`src/heap_bus_pkg.sv`:
```
package heap_bus_pkg;

  typedef enum logic [1:0] {
    LOAD            = 2'd0,
    WRITE_SIZE_NEXT = 2'd1,  // Full header rewrite
    WRITE_NEXT      = 2'd2   // Link update only
  } store_op_e;

  // ==================================================
  // Sequencer states
  // ==================================================
  typedef enum logic [3:0] {
    IDLE,
    SEARCH_WAIT,
    ALLOC_CHECK,
    FIT_WAIT,
    SPLIT_WAIT,
    FREE_CHECK,
    TARGET_WAIT,
    MERGE_CHECK,
    RIGHT_WAIT,
    MERGE_WRITE,
    MERGE_WAIT,
    LINK_WAIT,
    RESULT
  } seq_state_e;

  typedef enum logic [1:0] {
    NONE,
    LEFT,
    RIGHT,
    BOTH
  } free_merge_e;

endpackage

```
`src/heap_layout_pkg.sv`:
```
package heap_layout_pkg;

  // ==================================================
  // Heap address map and sizes
  // ==================================================
  localparam int DATA_W = 16;

  localparam logic [DATA_W-1:0] BLOCK_HEADER_SIZE = 16'd8;
  localparam logic [DATA_W-1:0] MIN_ALLOC_SIZE    = 16'd16;

  localparam logic [DATA_W-1:0] LIST_HEAD_ADDR = 16'h0010;  // Sentinel, size 0
  localparam logic [DATA_W-1:0] HEAP_BASE      = 16'h0020;
  localparam logic [DATA_W-1:0] HEAP_BYTES     = 16'd256;

  // One slot per 8 bytes from the sentinel up to the heap end
  localparam int STORE_DEPTH = 34;
  localparam int SLOT_SHIFT  = $clog2(BLOCK_HEADER_SIZE);
  localparam int SLOT_IDX_W  = $clog2(STORE_DEPTH);
  localparam int HEAP_SLOT   = (HEAP_BASE - LIST_HEAD_ADDR) / BLOCK_HEADER_SIZE;

  // ==================================================
  // Block header
  // ==================================================
  typedef struct packed {
    logic [DATA_W-1:0] addr;
    logic [DATA_W-1:0] size;
    logic [DATA_W-1:0] next_addr;  // Zero ends the list
  } header_t;

endpackage

```
`src/alloc_sequencer.sv`:
```
`timescale 1ns/1ps

module alloc_sequencer (
  input  logic                               clk_i,
  input  logic                               rst_ni,
  input  logic                               req_valid_i,
  input  logic                               req_is_alloc_i,
  input  logic [heap_layout_pkg::DATA_W-1:0] req_size_i,
  input  logic [heap_layout_pkg::DATA_W-1:0] req_addr_i,
  output logic                               req_ready_o,
  output logic                               res_valid_o,
  output logic [heap_layout_pkg::DATA_W-1:0] res_addr_o,
  input  logic                               res_ready_i,
  output logic                               store_req_valid_o,
  output heap_bus_pkg::store_op_e            store_op_o,
  output heap_layout_pkg::header_t           store_header_o,
  input  logic                               store_rsp_valid_i,
  input  heap_layout_pkg::header_t           store_rsp_header_i,
  output heap_layout_pkg::header_t           fit_header_o,
  output heap_layout_pkg::header_t           prev_header_o,
  output logic [heap_layout_pkg::DATA_W-1:0] alloc_size_o,
  input  logic                               do_split_i,
  input  heap_layout_pkg::header_t           alloc_header_i,
  input  heap_layout_pkg::header_t           remainder_header_i,
  input  heap_layout_pkg::header_t           fit_link_header_i,
  output heap_layout_pkg::header_t           curr_header_o,
  output heap_layout_pkg::header_t           target_header_o,
  output heap_layout_pkg::header_t           right_header_o,
  output logic [heap_layout_pkg::DATA_W-1:0] free_addr_o,
  input  heap_bus_pkg::free_merge_e          merge_i,
  input  heap_layout_pkg::header_t           merged_header_i,
  input  heap_layout_pkg::header_t           free_link_header_i
);
  import heap_layout_pkg::*;
  import heap_bus_pkg::*;

  seq_state_e        state_q;
  logic              is_alloc_q;
  logic [DATA_W-1:0] size_q;
  logic [DATA_W-1:0] addr_q;
  header_t           curr_q;
  header_t           prev_q;
  header_t           target_q;
  header_t           right_q;
  logic              fits;
  logic              in_gap;

  assign req_ready_o = (state_q == IDLE);
  assign res_valid_o = (state_q == RESULT);

  assign fit_header_o    = curr_q;
  assign prev_header_o   = prev_q;
  assign alloc_size_o    = size_q;
  assign curr_header_o   = curr_q;
  assign target_header_o = target_q;
  assign right_header_o  = right_q;
  assign free_addr_o     = addr_q;

  assign fits   = (curr_q.addr != LIST_HEAD_ADDR) && (curr_q.size >= size_q);  // First fit
  assign in_gap = (curr_q.addr < addr_q) &&
                  ((curr_q.next_addr == '0) || (addr_q < curr_q.next_addr));

  // ==================================================
  // List walk and header updates
  // ==================================================
  always_ff @(posedge clk_i) begin
    if (!rst_ni) begin
      state_q           <= IDLE;
      store_req_valid_o <= 1'b0;
      res_addr_o        <= '0;
    end else begin
      store_req_valid_o <= 1'b0;  // One request in flight at most
      unique case (state_q)
        IDLE: begin
          if (req_valid_i) begin
            is_alloc_q        <= req_is_alloc_i;
            size_q            <= req_size_i;
            addr_q            <= req_addr_i;
            res_addr_o        <= '0;
            store_req_valid_o <= 1'b1;
            store_op_o        <= LOAD;
            store_header_o    <= '{addr: LIST_HEAD_ADDR, default: '0};
            state_q           <= SEARCH_WAIT;
          end
        end
        SEARCH_WAIT: begin
          if (store_rsp_valid_i) begin
            prev_q  <= curr_q;
            curr_q  <= store_rsp_header_i;
            state_q <= is_alloc_q ? ALLOC_CHECK : FREE_CHECK;
          end
        end
        ALLOC_CHECK: begin
          if (fits) begin
            store_req_valid_o <= 1'b1;
            store_op_o        <= WRITE_SIZE_NEXT;
            store_header_o    <= alloc_header_i;
            res_addr_o        <= curr_q.addr;
            state_q           <= FIT_WAIT;
          end else if (curr_q.next_addr == '0) begin
            state_q <= RESULT;  // Nothing large enough
          end else begin
            store_req_valid_o <= 1'b1;
            store_op_o        <= LOAD;
            store_header_o    <= '{addr: curr_q.next_addr, default: '0};
            state_q           <= SEARCH_WAIT;
          end
        end
        FIT_WAIT: begin
          if (store_rsp_valid_i) begin
            store_req_valid_o <= 1'b1;
            if (do_split_i) begin
              store_op_o     <= WRITE_SIZE_NEXT;
              store_header_o <= remainder_header_i;
              state_q        <= SPLIT_WAIT;
            end else begin
              store_op_o     <= WRITE_NEXT;
              store_header_o <= fit_link_header_i;
              state_q        <= LINK_WAIT;
            end
          end
        end
        SPLIT_WAIT: begin
          if (store_rsp_valid_i) begin
            store_req_valid_o <= 1'b1;
            store_op_o        <= WRITE_NEXT;
            store_header_o    <= fit_link_header_i;
            state_q           <= LINK_WAIT;
          end
        end
        FREE_CHECK: begin
          if (in_gap) begin
            store_req_valid_o <= 1'b1;
            store_op_o        <= LOAD;
            store_header_o    <= '{addr: addr_q, default: '0};
            state_q           <= TARGET_WAIT;
          end else if (curr_q.next_addr == '0) begin
            state_q <= RESULT;  // Address not behind any free block
          end else begin
            store_req_valid_o <= 1'b1;
            store_op_o        <= LOAD;
            store_header_o    <= '{addr: curr_q.next_addr, default: '0};
            state_q           <= SEARCH_WAIT;
          end
        end
        TARGET_WAIT: begin
          if (store_rsp_valid_i) begin
            target_q <= store_rsp_header_i;
            state_q  <= MERGE_CHECK;
          end
        end
        MERGE_CHECK: begin
          if ((merge_i == RIGHT) || (merge_i == BOTH)) begin
            store_req_valid_o <= 1'b1;
            store_op_o        <= LOAD;
            store_header_o    <= '{addr: curr_q.next_addr, default: '0};
            state_q           <= RIGHT_WAIT;
          end else begin
            state_q <= MERGE_WRITE;
          end
        end
        RIGHT_WAIT: begin
          if (store_rsp_valid_i) begin
            right_q <= store_rsp_header_i;
            state_q <= MERGE_WRITE;
          end
        end
        MERGE_WRITE: begin
          store_req_valid_o <= 1'b1;
          store_op_o        <= WRITE_SIZE_NEXT;
          store_header_o    <= merged_header_i;
          state_q           <= MERGE_WAIT;
        end
        MERGE_WAIT: begin
          if (store_rsp_valid_i) begin
            if ((merge_i == NONE) || (merge_i == RIGHT)) begin
              store_req_valid_o <= 1'b1;
              store_op_o        <= WRITE_NEXT;
              store_header_o    <= free_link_header_i;
              state_q           <= LINK_WAIT;
            end else begin
              state_q <= RESULT;  // Left block already absorbed it
            end
          end
        end
        LINK_WAIT: begin
          if (store_rsp_valid_i) begin
            state_q <= RESULT;
          end
        end
        RESULT: begin
          if (res_ready_i) begin
            state_q <= IDLE;
          end
        end
        default: state_q <= IDLE;
      endcase
    end
  end

endmodule

```
`src/coalesce_calc.sv`:
```
`timescale 1ns/1ps

module coalesce_calc (
  input  heap_layout_pkg::header_t           curr_header_i,
  input  heap_layout_pkg::header_t           target_header_i,
  input  heap_layout_pkg::header_t           right_header_i,
  input  logic [heap_layout_pkg::DATA_W-1:0] free_addr_i,
  output heap_bus_pkg::free_merge_e          merge_o,
  output heap_layout_pkg::header_t           merged_header_o,
  output heap_layout_pkg::header_t           link_header_o
);
  import heap_layout_pkg::*;
  import heap_bus_pkg::*;

  logic [DATA_W-1:0] free_end;
  logic [DATA_W-1:0] curr_end;
  logic              touch_left;
  logic              touch_right;

  assign free_end    = free_addr_i + BLOCK_HEADER_SIZE + target_header_i.size;
  assign curr_end    = curr_header_i.addr + BLOCK_HEADER_SIZE + curr_header_i.size;
  assign touch_right = (curr_header_i.next_addr != '0) && (free_end == curr_header_i.next_addr);
  assign touch_left  = (curr_header_i.addr != LIST_HEAD_ADDR) && (curr_end == free_addr_i);

  always_comb begin
    if (touch_left && touch_right) begin
      merge_o = BOTH;
    end else if (touch_left) begin
      merge_o = LEFT;
    end else if (touch_right) begin
      merge_o = RIGHT;
    end else begin
      merge_o = NONE;
    end
  end

  always_comb begin
    // Plain insert unless a neighbour absorbs the block
    merged_header_o.addr      = free_addr_i;
    merged_header_o.size      = target_header_i.size;
    merged_header_o.next_addr = curr_header_i.next_addr;
    unique case (merge_o)
      LEFT: begin
        merged_header_o.addr = curr_header_i.addr;
        merged_header_o.size = curr_header_i.size + BLOCK_HEADER_SIZE + target_header_i.size;
      end
      RIGHT: begin
        merged_header_o.size      = target_header_i.size + BLOCK_HEADER_SIZE + right_header_i.size;
        merged_header_o.next_addr = right_header_i.next_addr;
      end
      BOTH: begin
        merged_header_o.addr      = curr_header_i.addr;
        merged_header_o.size      = curr_header_i.size + target_header_i.size + right_header_i.size
                                    + BLOCK_HEADER_SIZE + BLOCK_HEADER_SIZE;
        merged_header_o.next_addr = right_header_i.next_addr;
      end
      default: ;
    endcase
  end

  // Previous block must point at the freed block for NONE and RIGHT
  always_comb begin
    link_header_o           = curr_header_i;
    link_header_o.next_addr = free_addr_i;
  end

endmodule

```
`src/fit_split_calc.sv`:
```
`timescale 1ns/1ps

module fit_split_calc (
  input  heap_layout_pkg::header_t           fit_header_i,
  input  heap_layout_pkg::header_t           prev_header_i,
  input  logic [heap_layout_pkg::DATA_W-1:0] alloc_size_i,
  output logic                               do_split_o,
  output heap_layout_pkg::header_t           alloc_header_o,
  output heap_layout_pkg::header_t           remainder_header_o,
  output heap_layout_pkg::header_t           link_header_o
);
  import heap_layout_pkg::*;

  logic [DATA_W-1:0] rest;

  assign rest       = fit_header_i.size - alloc_size_i;
  assign do_split_o = (fit_header_i.size >= alloc_size_i) &&
                      (rest >= BLOCK_HEADER_SIZE + MIN_ALLOC_SIZE);

  always_comb begin
    alloc_header_o.addr      = fit_header_i.addr;
    alloc_header_o.size      = do_split_o ? alloc_size_i : fit_header_i.size;
    alloc_header_o.next_addr = '0;  // Taken block leaves the list

    // Remainder sits right after the allocated payload
    remainder_header_o.addr      = fit_header_i.addr + BLOCK_HEADER_SIZE + alloc_size_i;
    remainder_header_o.size      = rest - BLOCK_HEADER_SIZE;
    remainder_header_o.next_addr = fit_header_i.next_addr;

    link_header_o           = prev_header_i;
    link_header_o.next_addr = do_split_o ? remainder_header_o.addr : fit_header_i.next_addr;
  end

endmodule

```
`src/header_store.sv`:
```
`timescale 1ns/1ps

module header_store (
  input  logic                     clk_i,
  input  logic                     rst_ni,
  input  logic                     store_req_valid_i,
  input  heap_bus_pkg::store_op_e  store_op_i,
  input  heap_layout_pkg::header_t store_header_i,
  output logic                     store_rsp_valid_o,
  output heap_layout_pkg::header_t store_rsp_header_o
);
  import heap_layout_pkg::*;
  import heap_bus_pkg::*;

  logic [DATA_W-1:0]     size_mem [STORE_DEPTH];
  logic [DATA_W-1:0]     next_mem [STORE_DEPTH];
  logic [DATA_W-1:0]     offset;
  logic [SLOT_IDX_W-1:0] slot;

  assign offset = store_header_i.addr - LIST_HEAD_ADDR;
  assign slot   = offset[SLOT_SHIFT +: SLOT_IDX_W];  // 8-byte slot index

  // ==================================================
  // Header memory with free-list reset image
  // ==================================================
  always_ff @(posedge clk_i) begin
    if (!rst_ni) begin
      for (int i = 0; i < STORE_DEPTH; i++) begin
        size_mem[i] <= '0;
        next_mem[i] <= '0;
      end
      next_mem[0]         <= HEAP_BASE;  // Sentinel points at the one big block
      size_mem[HEAP_SLOT] <= HEAP_BYTES - BLOCK_HEADER_SIZE;
    end else if (store_req_valid_i) begin
      if (store_op_i == WRITE_SIZE_NEXT) begin
        size_mem[slot] <= store_header_i.size;
      end
      if (store_op_i != LOAD) begin
        next_mem[slot] <= store_header_i.next_addr;
      end
    end
  end

  // ==================================================
  // Registered response
  // ==================================================
  always_ff @(posedge clk_i) begin
    if (!rst_ni) begin
      store_rsp_valid_o <= 1'b0;
    end else begin
      store_rsp_valid_o <= store_req_valid_i;
    end
  end

  // Reports the header as it stands after the request
  always_ff @(posedge clk_i) begin
    if (store_req_valid_i) begin
      store_rsp_header_o.addr <= store_header_i.addr;
      store_rsp_header_o.size <= (store_op_i == WRITE_SIZE_NEXT) ? store_header_i.size
                                                                  : size_mem[slot];
      store_rsp_header_o.next_addr <= (store_op_i == LOAD) ? next_mem[slot]
                                                           : store_header_i.next_addr;
    end
  end

endmodule

```
`src/heap_alloc_top.sv`:
```
`timescale 1ns/1ps

module heap_alloc_top (
  input  logic                               clk_i,
  input  logic                               rst_ni,
  input  logic                               req_valid_i,
  input  logic                               req_is_alloc_i,
  input  logic [heap_layout_pkg::DATA_W-1:0] req_size_i,
  input  logic [heap_layout_pkg::DATA_W-1:0] req_addr_i,
  output logic                               req_ready_o,
  output logic                               res_valid_o,
  output logic [heap_layout_pkg::DATA_W-1:0] res_addr_o,
  input  logic                               res_ready_i
);
  import heap_layout_pkg::*;
  import heap_bus_pkg::*;

  logic              store_req_valid;
  store_op_e         store_op;
  header_t           store_header;
  logic              store_rsp_valid;
  header_t           store_rsp_header;

  // Fit calculator
  header_t           fit_header;
  header_t           prev_header;
  logic [DATA_W-1:0] alloc_size;
  logic              do_split;
  header_t           alloc_header;
  header_t           remainder_header;
  header_t           fit_link_header;

  // Coalesce calculator
  header_t           curr_header;
  header_t           target_header;
  header_t           right_header;
  logic [DATA_W-1:0] free_addr;
  free_merge_e       merge;
  header_t           merged_header;
  header_t           free_link_header;

  alloc_sequencer seq_i (
    .clk_i(clk_i), .rst_ni(rst_ni),
    .req_valid_i(req_valid_i), .req_is_alloc_i(req_is_alloc_i),
    .req_size_i(req_size_i), .req_addr_i(req_addr_i), .req_ready_o(req_ready_o),
    .res_valid_o(res_valid_o), .res_addr_o(res_addr_o), .res_ready_i(res_ready_i),
    .store_req_valid_o(store_req_valid), .store_op_o(store_op),
    .store_header_o(store_header),
    .store_rsp_valid_i(store_rsp_valid), .store_rsp_header_i(store_rsp_header),
    .fit_header_o(fit_header), .prev_header_o(prev_header), .alloc_size_o(alloc_size),
    .do_split_i(do_split), .alloc_header_i(alloc_header),
    .remainder_header_i(remainder_header), .fit_link_header_i(fit_link_header),
    .curr_header_o(curr_header), .target_header_o(target_header),
    .right_header_o(right_header), .free_addr_o(free_addr),
    .merge_i(merge), .merged_header_i(merged_header),
    .free_link_header_i(free_link_header)
  );

  fit_split_calc fit_i (
    .fit_header_i(fit_header), .prev_header_i(prev_header), .alloc_size_i(alloc_size),
    .do_split_o(do_split), .alloc_header_o(alloc_header),
    .remainder_header_o(remainder_header), .link_header_o(fit_link_header)
  );

  coalesce_calc coalesce_i (
    .curr_header_i(curr_header), .target_header_i(target_header),
    .right_header_i(right_header), .free_addr_i(free_addr),
    .merge_o(merge), .merged_header_o(merged_header), .link_header_o(free_link_header)
  );

  header_store store_i (
    .clk_i(clk_i), .rst_ni(rst_ni),
    .store_req_valid_i(store_req_valid), .store_op_i(store_op),
    .store_header_i(store_header),
    .store_rsp_valid_o(store_rsp_valid), .store_rsp_header_o(store_rsp_header)
  );

endmodule

```
`config.mk`:
```
export PLATFORM = sky130hd
export DESIGN_NAME = heap_alloc_top
export DESIGN_NICKNAME = d
export VERILOG_FILES = /design/src/heap_bus_pkg.sv /design/src/heap_layout_pkg.sv /design/src/alloc_sequencer.sv /design/src/coalesce_calc.sv /design/src/fit_split_calc.sv /design/src/header_store.sv /design/src/heap_alloc_top.sv
export SDC_FILE = /design/constraint.sdc
export NUM_CORES = 2
export LEC_CHECK = 0
export BUFFER_PORTS_ARGS = -buffer_cell sky130_fd_sc_hd__buf_2
export CAP_MARGIN = 15
export CELL_PAD_IN_SITES_DETAIL_PLACEMENT = 0
export CELL_PAD_IN_SITES_GLOBAL_PLACEMENT = 2
export CORE_ASPECT_RATIO = 0.75
export CORE_MARGIN = 3
export CORE_UTILIZATION = 30
export CTS_CLUSTER_SIZE = 14
export DETAILED_ROUTE_END_ITERATION = 10
export PLACE_DENSITY_LB_ADDON = 0.1
export SLEW_MARGIN = 5
export SYNTH_ARGS = -nofsm -noshare
export SYNTH_HDL_FRONTEND = slang
export SYNTH_SLANG_ARGS = --single-unit
```
`constraint.sdc`:
```
create_clock -name clk_i -period 29.4 [get_ports clk_i]
set_input_delay 4.41 -clock clk_i [delete_from_list [all_inputs] [get_ports clk_i]]
set_output_delay 4.41 -clock clk_i [all_outputs]
set_load 0.05 [all_outputs]
```
Word level (Yosys, flattened, before mapping). Memories as Yosys holds them, arrays and structs flattened. Cells that the tools add are included.

Output and inout port bits: 18. RAM bits: 1088. Input port bits: 37. Memories kept: 2. Word-level logic and storage cells: 184. Register bits after elaboration: 281.

Memory list: store_i.next_mem (words 34, bits a word 16, rd ports 1, clocked after Yosys merged registers in 0, wr ports 34, line header_store.sv:16) `logic [DATA_W-1:0] next_mem [STORE_DEPTH];`; store_i.size_mem (words 34, bits a word 16, rd ports 1, clocked after Yosys merged registers in 0, wr ports 34, line header_store.sv:15) `logic [DATA_W-1:0] size_mem [STORE_DEPTH];`.

Order comparisons: 4. Add/sub/neg operators: 16. Bitwise gates (word level): 2. Reduce and logical (&&, ||, !) cells: 29. Eq/ne operators: 31. Muxes and demuxes: 78.

Operator list (count): 48-bit two-way mux (10); 48-bit case mux with 8 select lines (1); 16-bit two-way mux (12); 16-bit adder (7); 16-bit by 4-bit adder with 16-bit output, second input constant (6); 4-bit two-way mux (13); 4-bit case mux with 13 select lines (1); 16-bit case mux with 3 select lines (1); 16-bit equality test (2); 16-bit < comparator (2); 16-bit case mux with 2 select lines (1); 16-bit OR reduction (2); 2-bit two-way mux (13); 2-bit by 1-bit inequality test with 1-bit output, second input constant (11); 4-bit equality test, second input constant (5); 1-bit two-way mux (20); 4-bit by 3-bit equality test with 1-bit output, second input constant (4); 16-bit >= comparator (1); 16-bit by 5-bit >= comparator with 1-bit output, second input constant (1); 16-bit logical NOT (1); 16-bit by 5-bit inequality test with 1-bit output, second input constant (1); 2-bit case mux with 8 select lines (1); 16-bit nonzero test (1); 16-bit subtractor (1); 21 further kinds (42).

Depth between registers and ports, before layout.
Depth after elaboration: 12. Depth in mapped cells: 17.

Modules after synthesis. A second synthesis with hierarchy kept.

Cell total of the unflattened synthesis: 7463. Area, all modules: 109673.9 µm².

Modules (own cells, without submodules): header_store (cells each 5209, times used 1, area each 86628.1 µm²); alloc_sequencer (cells each 1041, times used 1, area each 13396.6 µm²); coalesce_calc (cells each 841, times used 1, area each 6561.3 µm²); fit_split_calc (cells each 372, times used 1, area each 3088.0 µm²).

Worst setup path after synthesis. No wires, ideal clock.

Kind: input-to-reg. Start: input port rst_ni. End: register seq_i.store_header_o[0] in the netlist's numbering, enable pin. Path slack: 16.027 ns. Setup time: 0.726 ns. Required time: 28.674 ns. Data arrival time: 12.647 ns. Stages: 3. Path through: clkbuf_1 o2111ai_1 a2111oi_0.

Word-level cells in the longest chain between the ends: 1.

Ends and longest elaborated chain: start, declared (line heap_alloc_top.sv:5) `input logic rst_ni,`; 8-bit AND reduction (no source line); end signal, assigned (line alloc_sequencer.sv:97) `store_header_o <= alloc_header_i;`; end signal, assigned (line alloc_sequencer.sv:114) `store_header_o <= remainder_header_i;`; end signal, assigned (line alloc_sequencer.sv:118) `store_header_o <= fit_link_header_i;`; end, declared (line alloc_sequencer.sv:16) `output heap_layout_pkg::header_t store_header_o,`.

Every way passes these cells. A chain may end at the register's enable or synchronous reset.

==> qor.txt <==
status - completed
Post-DP HPWL - 244000 um
Chip Height - 514 um
via count - 59492
Setup Crit Path Kind - input port to flip-flop
Sw Ratio - 33.4%
Seq/Total Area, Yosys - 67.3%
Mapped Nets - 6639
I/O pin cnt - 55
Net Switching - 3.47 mW
Final Cycle Share - 25.4%
setup TNS - 0 ns
Post-synth top flop - edfxtp_1
total grt overflow - 0
Clock Root Buffer - clkbuf_16
Die Span X - 683 um
Placed Instances - 10774
number of synthesized flops with an enable pin - 2275
H-tree depth - 5
Tmin final - 7.46 ns
first-pass iteration count of the detailed router - 6
vias per cell - 5.28
CTS tree - yes
Logic pwr share - 29.8%
DRC - 0
CP Capture Type - flip-flop
pwr/cell area - 88.0 nW/um2
final hold slack - 0.410 ns
asr flop ratio synth - 0%
Layout Nets - 6723
maximum fanout along the worst path - 17
clk_skew - 0.0709 ns
Rows - 185
Final Max Slew Viols - 0
worst r2r src - seq_i.store_header_o[36]
Pint - 6.93 mW
Wirelength per Cell - 32.6 um
clock power share - 31.7%
Tightest Pin Transition - 1.21 ns
Max Freq - 134 MHz
Hold Buf Count CTS - 0
CP arrival - 7.90 ns
flop and latch count out of synthesis - 2329
post-CTS setup buffers - 0
WP data required - 29.84 ns
Max Cap Viol - 0
GR Util met2 - 28.9%
Initial Util - 30.3%
ANT nets after route - 0
core box area - 340000 um2
first-pass GRT wire length - 501000 um
largest net degree at the start of global routing - 63
CTS Buffer Depth - 4
Max VDD drop - 0.0619 mV
Syn Inst Count - 6384
initial antenna violation count - 50
final std cells w/o fill - 11257
GR Util met3 - 4.26%
share of cells above drive strength 1 - 21.9%
Sequential Power Share - 38.5%
Hold Vio Cnt, Final - 0
Reg clk slew, reported paths - 0.06 ns
Netlist cell types - 84
gpl congestion - 0.813
Buffers on Ports - 54
Fillers - 32245
RSZ-0062 raised after global routing - false
commonest non-fill, non-tap cell in the layout - edfxtp_1
Pleak - 36.7 nW
Relative slew margins - 19.3%
CP startpoint - rst_ni
type of the most critical hold path - flip-flop to flip-flop
met1 usage - 32.8%
synthesis-to-layout area growth - 14.5%
footprint of the multi-input gates - 32300 um2
Sink Count - 2329
Post-CTS Resized - 0
Overall Global Routing Usage - 20.6%
clk_lat worst skew - 0.88 ns
initial DRC count - 6635
average size of a mapped cell - 16.2 um2
register area - 69400 um2
crit start category - input port
full die area - 351000 um2
Worst Hold Launch - store_i.store_rsp_header_o[47]
Num CTS Buffers - 267
commonest non-fill, non-tap cells in the layout - 2275 x edfxtp_1, 1103 x nor2_1, 672 x mux4_2
GRT busiest layer - met1
Yosys Warn Count - 0
mapped cell area - 103000 um2
total routed wirelength - 367000 um
vias in the first global route - 58043
final setup fails - 0
-- area by class of cell --
class	count	share of cell area (%)
antenna	17	0.0360
inverter	137	0.435
multi-input combinational	3502	27.4
clock buffer	336	6.03
sequential	2329	58.8
tap	4581	4.85
timing repair buffer	231	1.50
clock inverter	124	1.03
-- metrics by stage --
| step | setup WS, ns | power (mW) | area (um2) | utilization [%] |
|---|---|---|---|---|
| final | 21.94 | 10.4 | 118000 | 34.7 |
| after global routing | 21.76 | 10.8 | 118000 | 34.7 |
| after CTS | 21.97 | 10.5 | 118000 | 34.6 |
| after detailed placement | 21.07 | 7.21 | 110000 | 32.2 |
| after global placement | 21.14 | 7.21 | 109000 | 32.2 |
| after floorplan | 16.03 | 5.79 | 103000 | - |
-- worst paths after layout --
path,to,slack (ns),cells past startpoint
setup / recovery,store_i.next_mem[13][4],21.94,7
hold / removal,seq_i.curr_header_o[47],0.41,0
setup reg to reg,store_i.size_mem[21][6],22.95,10
hold reg to reg,seq_i.curr_header_o[47],0.41,0
-- kinds of logic (layout without fill, tap and decap cells) --
family                     after synthesis  in the layout  synth area share, %
other                                    0             17                    0
adders and majority gates              218            218                 2.80
DFF                                   2329           2329                 67.3
muxes                                  775            775                 15.7
AOI/OAI and AO/OA                      558            558                 3.76
buffers and inverters                  553            828                 2.05
and+or+nand+nor                       1820           1820                 7.26
xor gates and xnor gates               131            131                 1.11
-- sequential cells by signal, summed over array words and instances (netlist names) --
name	cells
store_i.next_mem	1024
seq_i.prev_header_o	32
seq_i.is_alloc_q	1
store_i.size_mem	1024
seq_i.alloc_size_o	16
seq_i.store_op_o	2
seq_i.target_header_o	16
seq_i.res_addr_o	16
seq_i.store_req_valid_o	1
seq_i.free_addr_o	16
seq_i.right_header_o	32
store_i.store_rsp_valid_o	1
seq_i.curr_header_o	48
seq_i.state_q	4
seq_i.store_header_o	48
store_i.store_rsp_header_o	48
-- cells in the mapped netlist, types with 11 or more instances --
cell type / instances / area (um2)
edfxtp_1: 2275 / 68300
nor2_1: 1170 / 4390
mux4_2: 672 / 15100
nand2_1: 340 / 1280
clkbuf_1: 339 / 1270
ha_1: 196 / 2450
inv_1: 137 / 514
a21oi_1: 134 / 671
nand3_1: 92 / 460
o21ai_0: 86 / 430
xnor2_1: 83 / 727
buf_1: 54 / 203
dfxtp_1: 54 / 1080
nor3_1: 54 / 270
mux2_2: 52 / 586
mux2i_1: 51 / 510
xor2_1: 48 / 420
a21o_1: 40 / 300
o211ai_1: 39 / 293
and2_1: 28 / 175
o221ai_1: 28 / 245
a22oi_1: 27 / 203
nand4_1: 25 / 156
a222oi_1: 22 / 220
fa_1: 22 / 440
nor4_1: 22 / 138
and3_1: 20 / 125
buf_2: 20 / 100
o21a_1: 19 / 143
a211oi_1: 18 / 135
nand2b_1: 17 / 106
a21boi_0: 15 / 113
or3_1: 15 / 93.8
a221o_1: 12 / 120
a31oi_1: 11 / 68.8
nor2b_1: 11 / 68.8
-- routing by layer --
metal,part of all wire [%],vias to the layer above
met4,1.7,2
met2,42,2096
met5,0.0035,-
met1,49,32010
li1,-,25034
met3,7.6,350
-- worst max-delay path, stage by stage --
cell     delay (ns)
buf_6          0.16
nand2_1        0.25
inv_1          0.14
o21ai_1        0.33
nor3_2         0.98
nand2_1        0.75
nand2_1        0.84
-- power groups by stage --
stage                     Sequential [mW]  Clock (mW)  Combinational, mW
after detailed placement             4.08           0               3.13
after floorplan                      3.99           0               1.80
final                                4.00        3.30               3.10
after global placement               4.08           0               3.13
after global routing                 4.02        3.51               3.24
after CTS                            4.01        3.38               3.14
(Power assumes the default switching activity.)
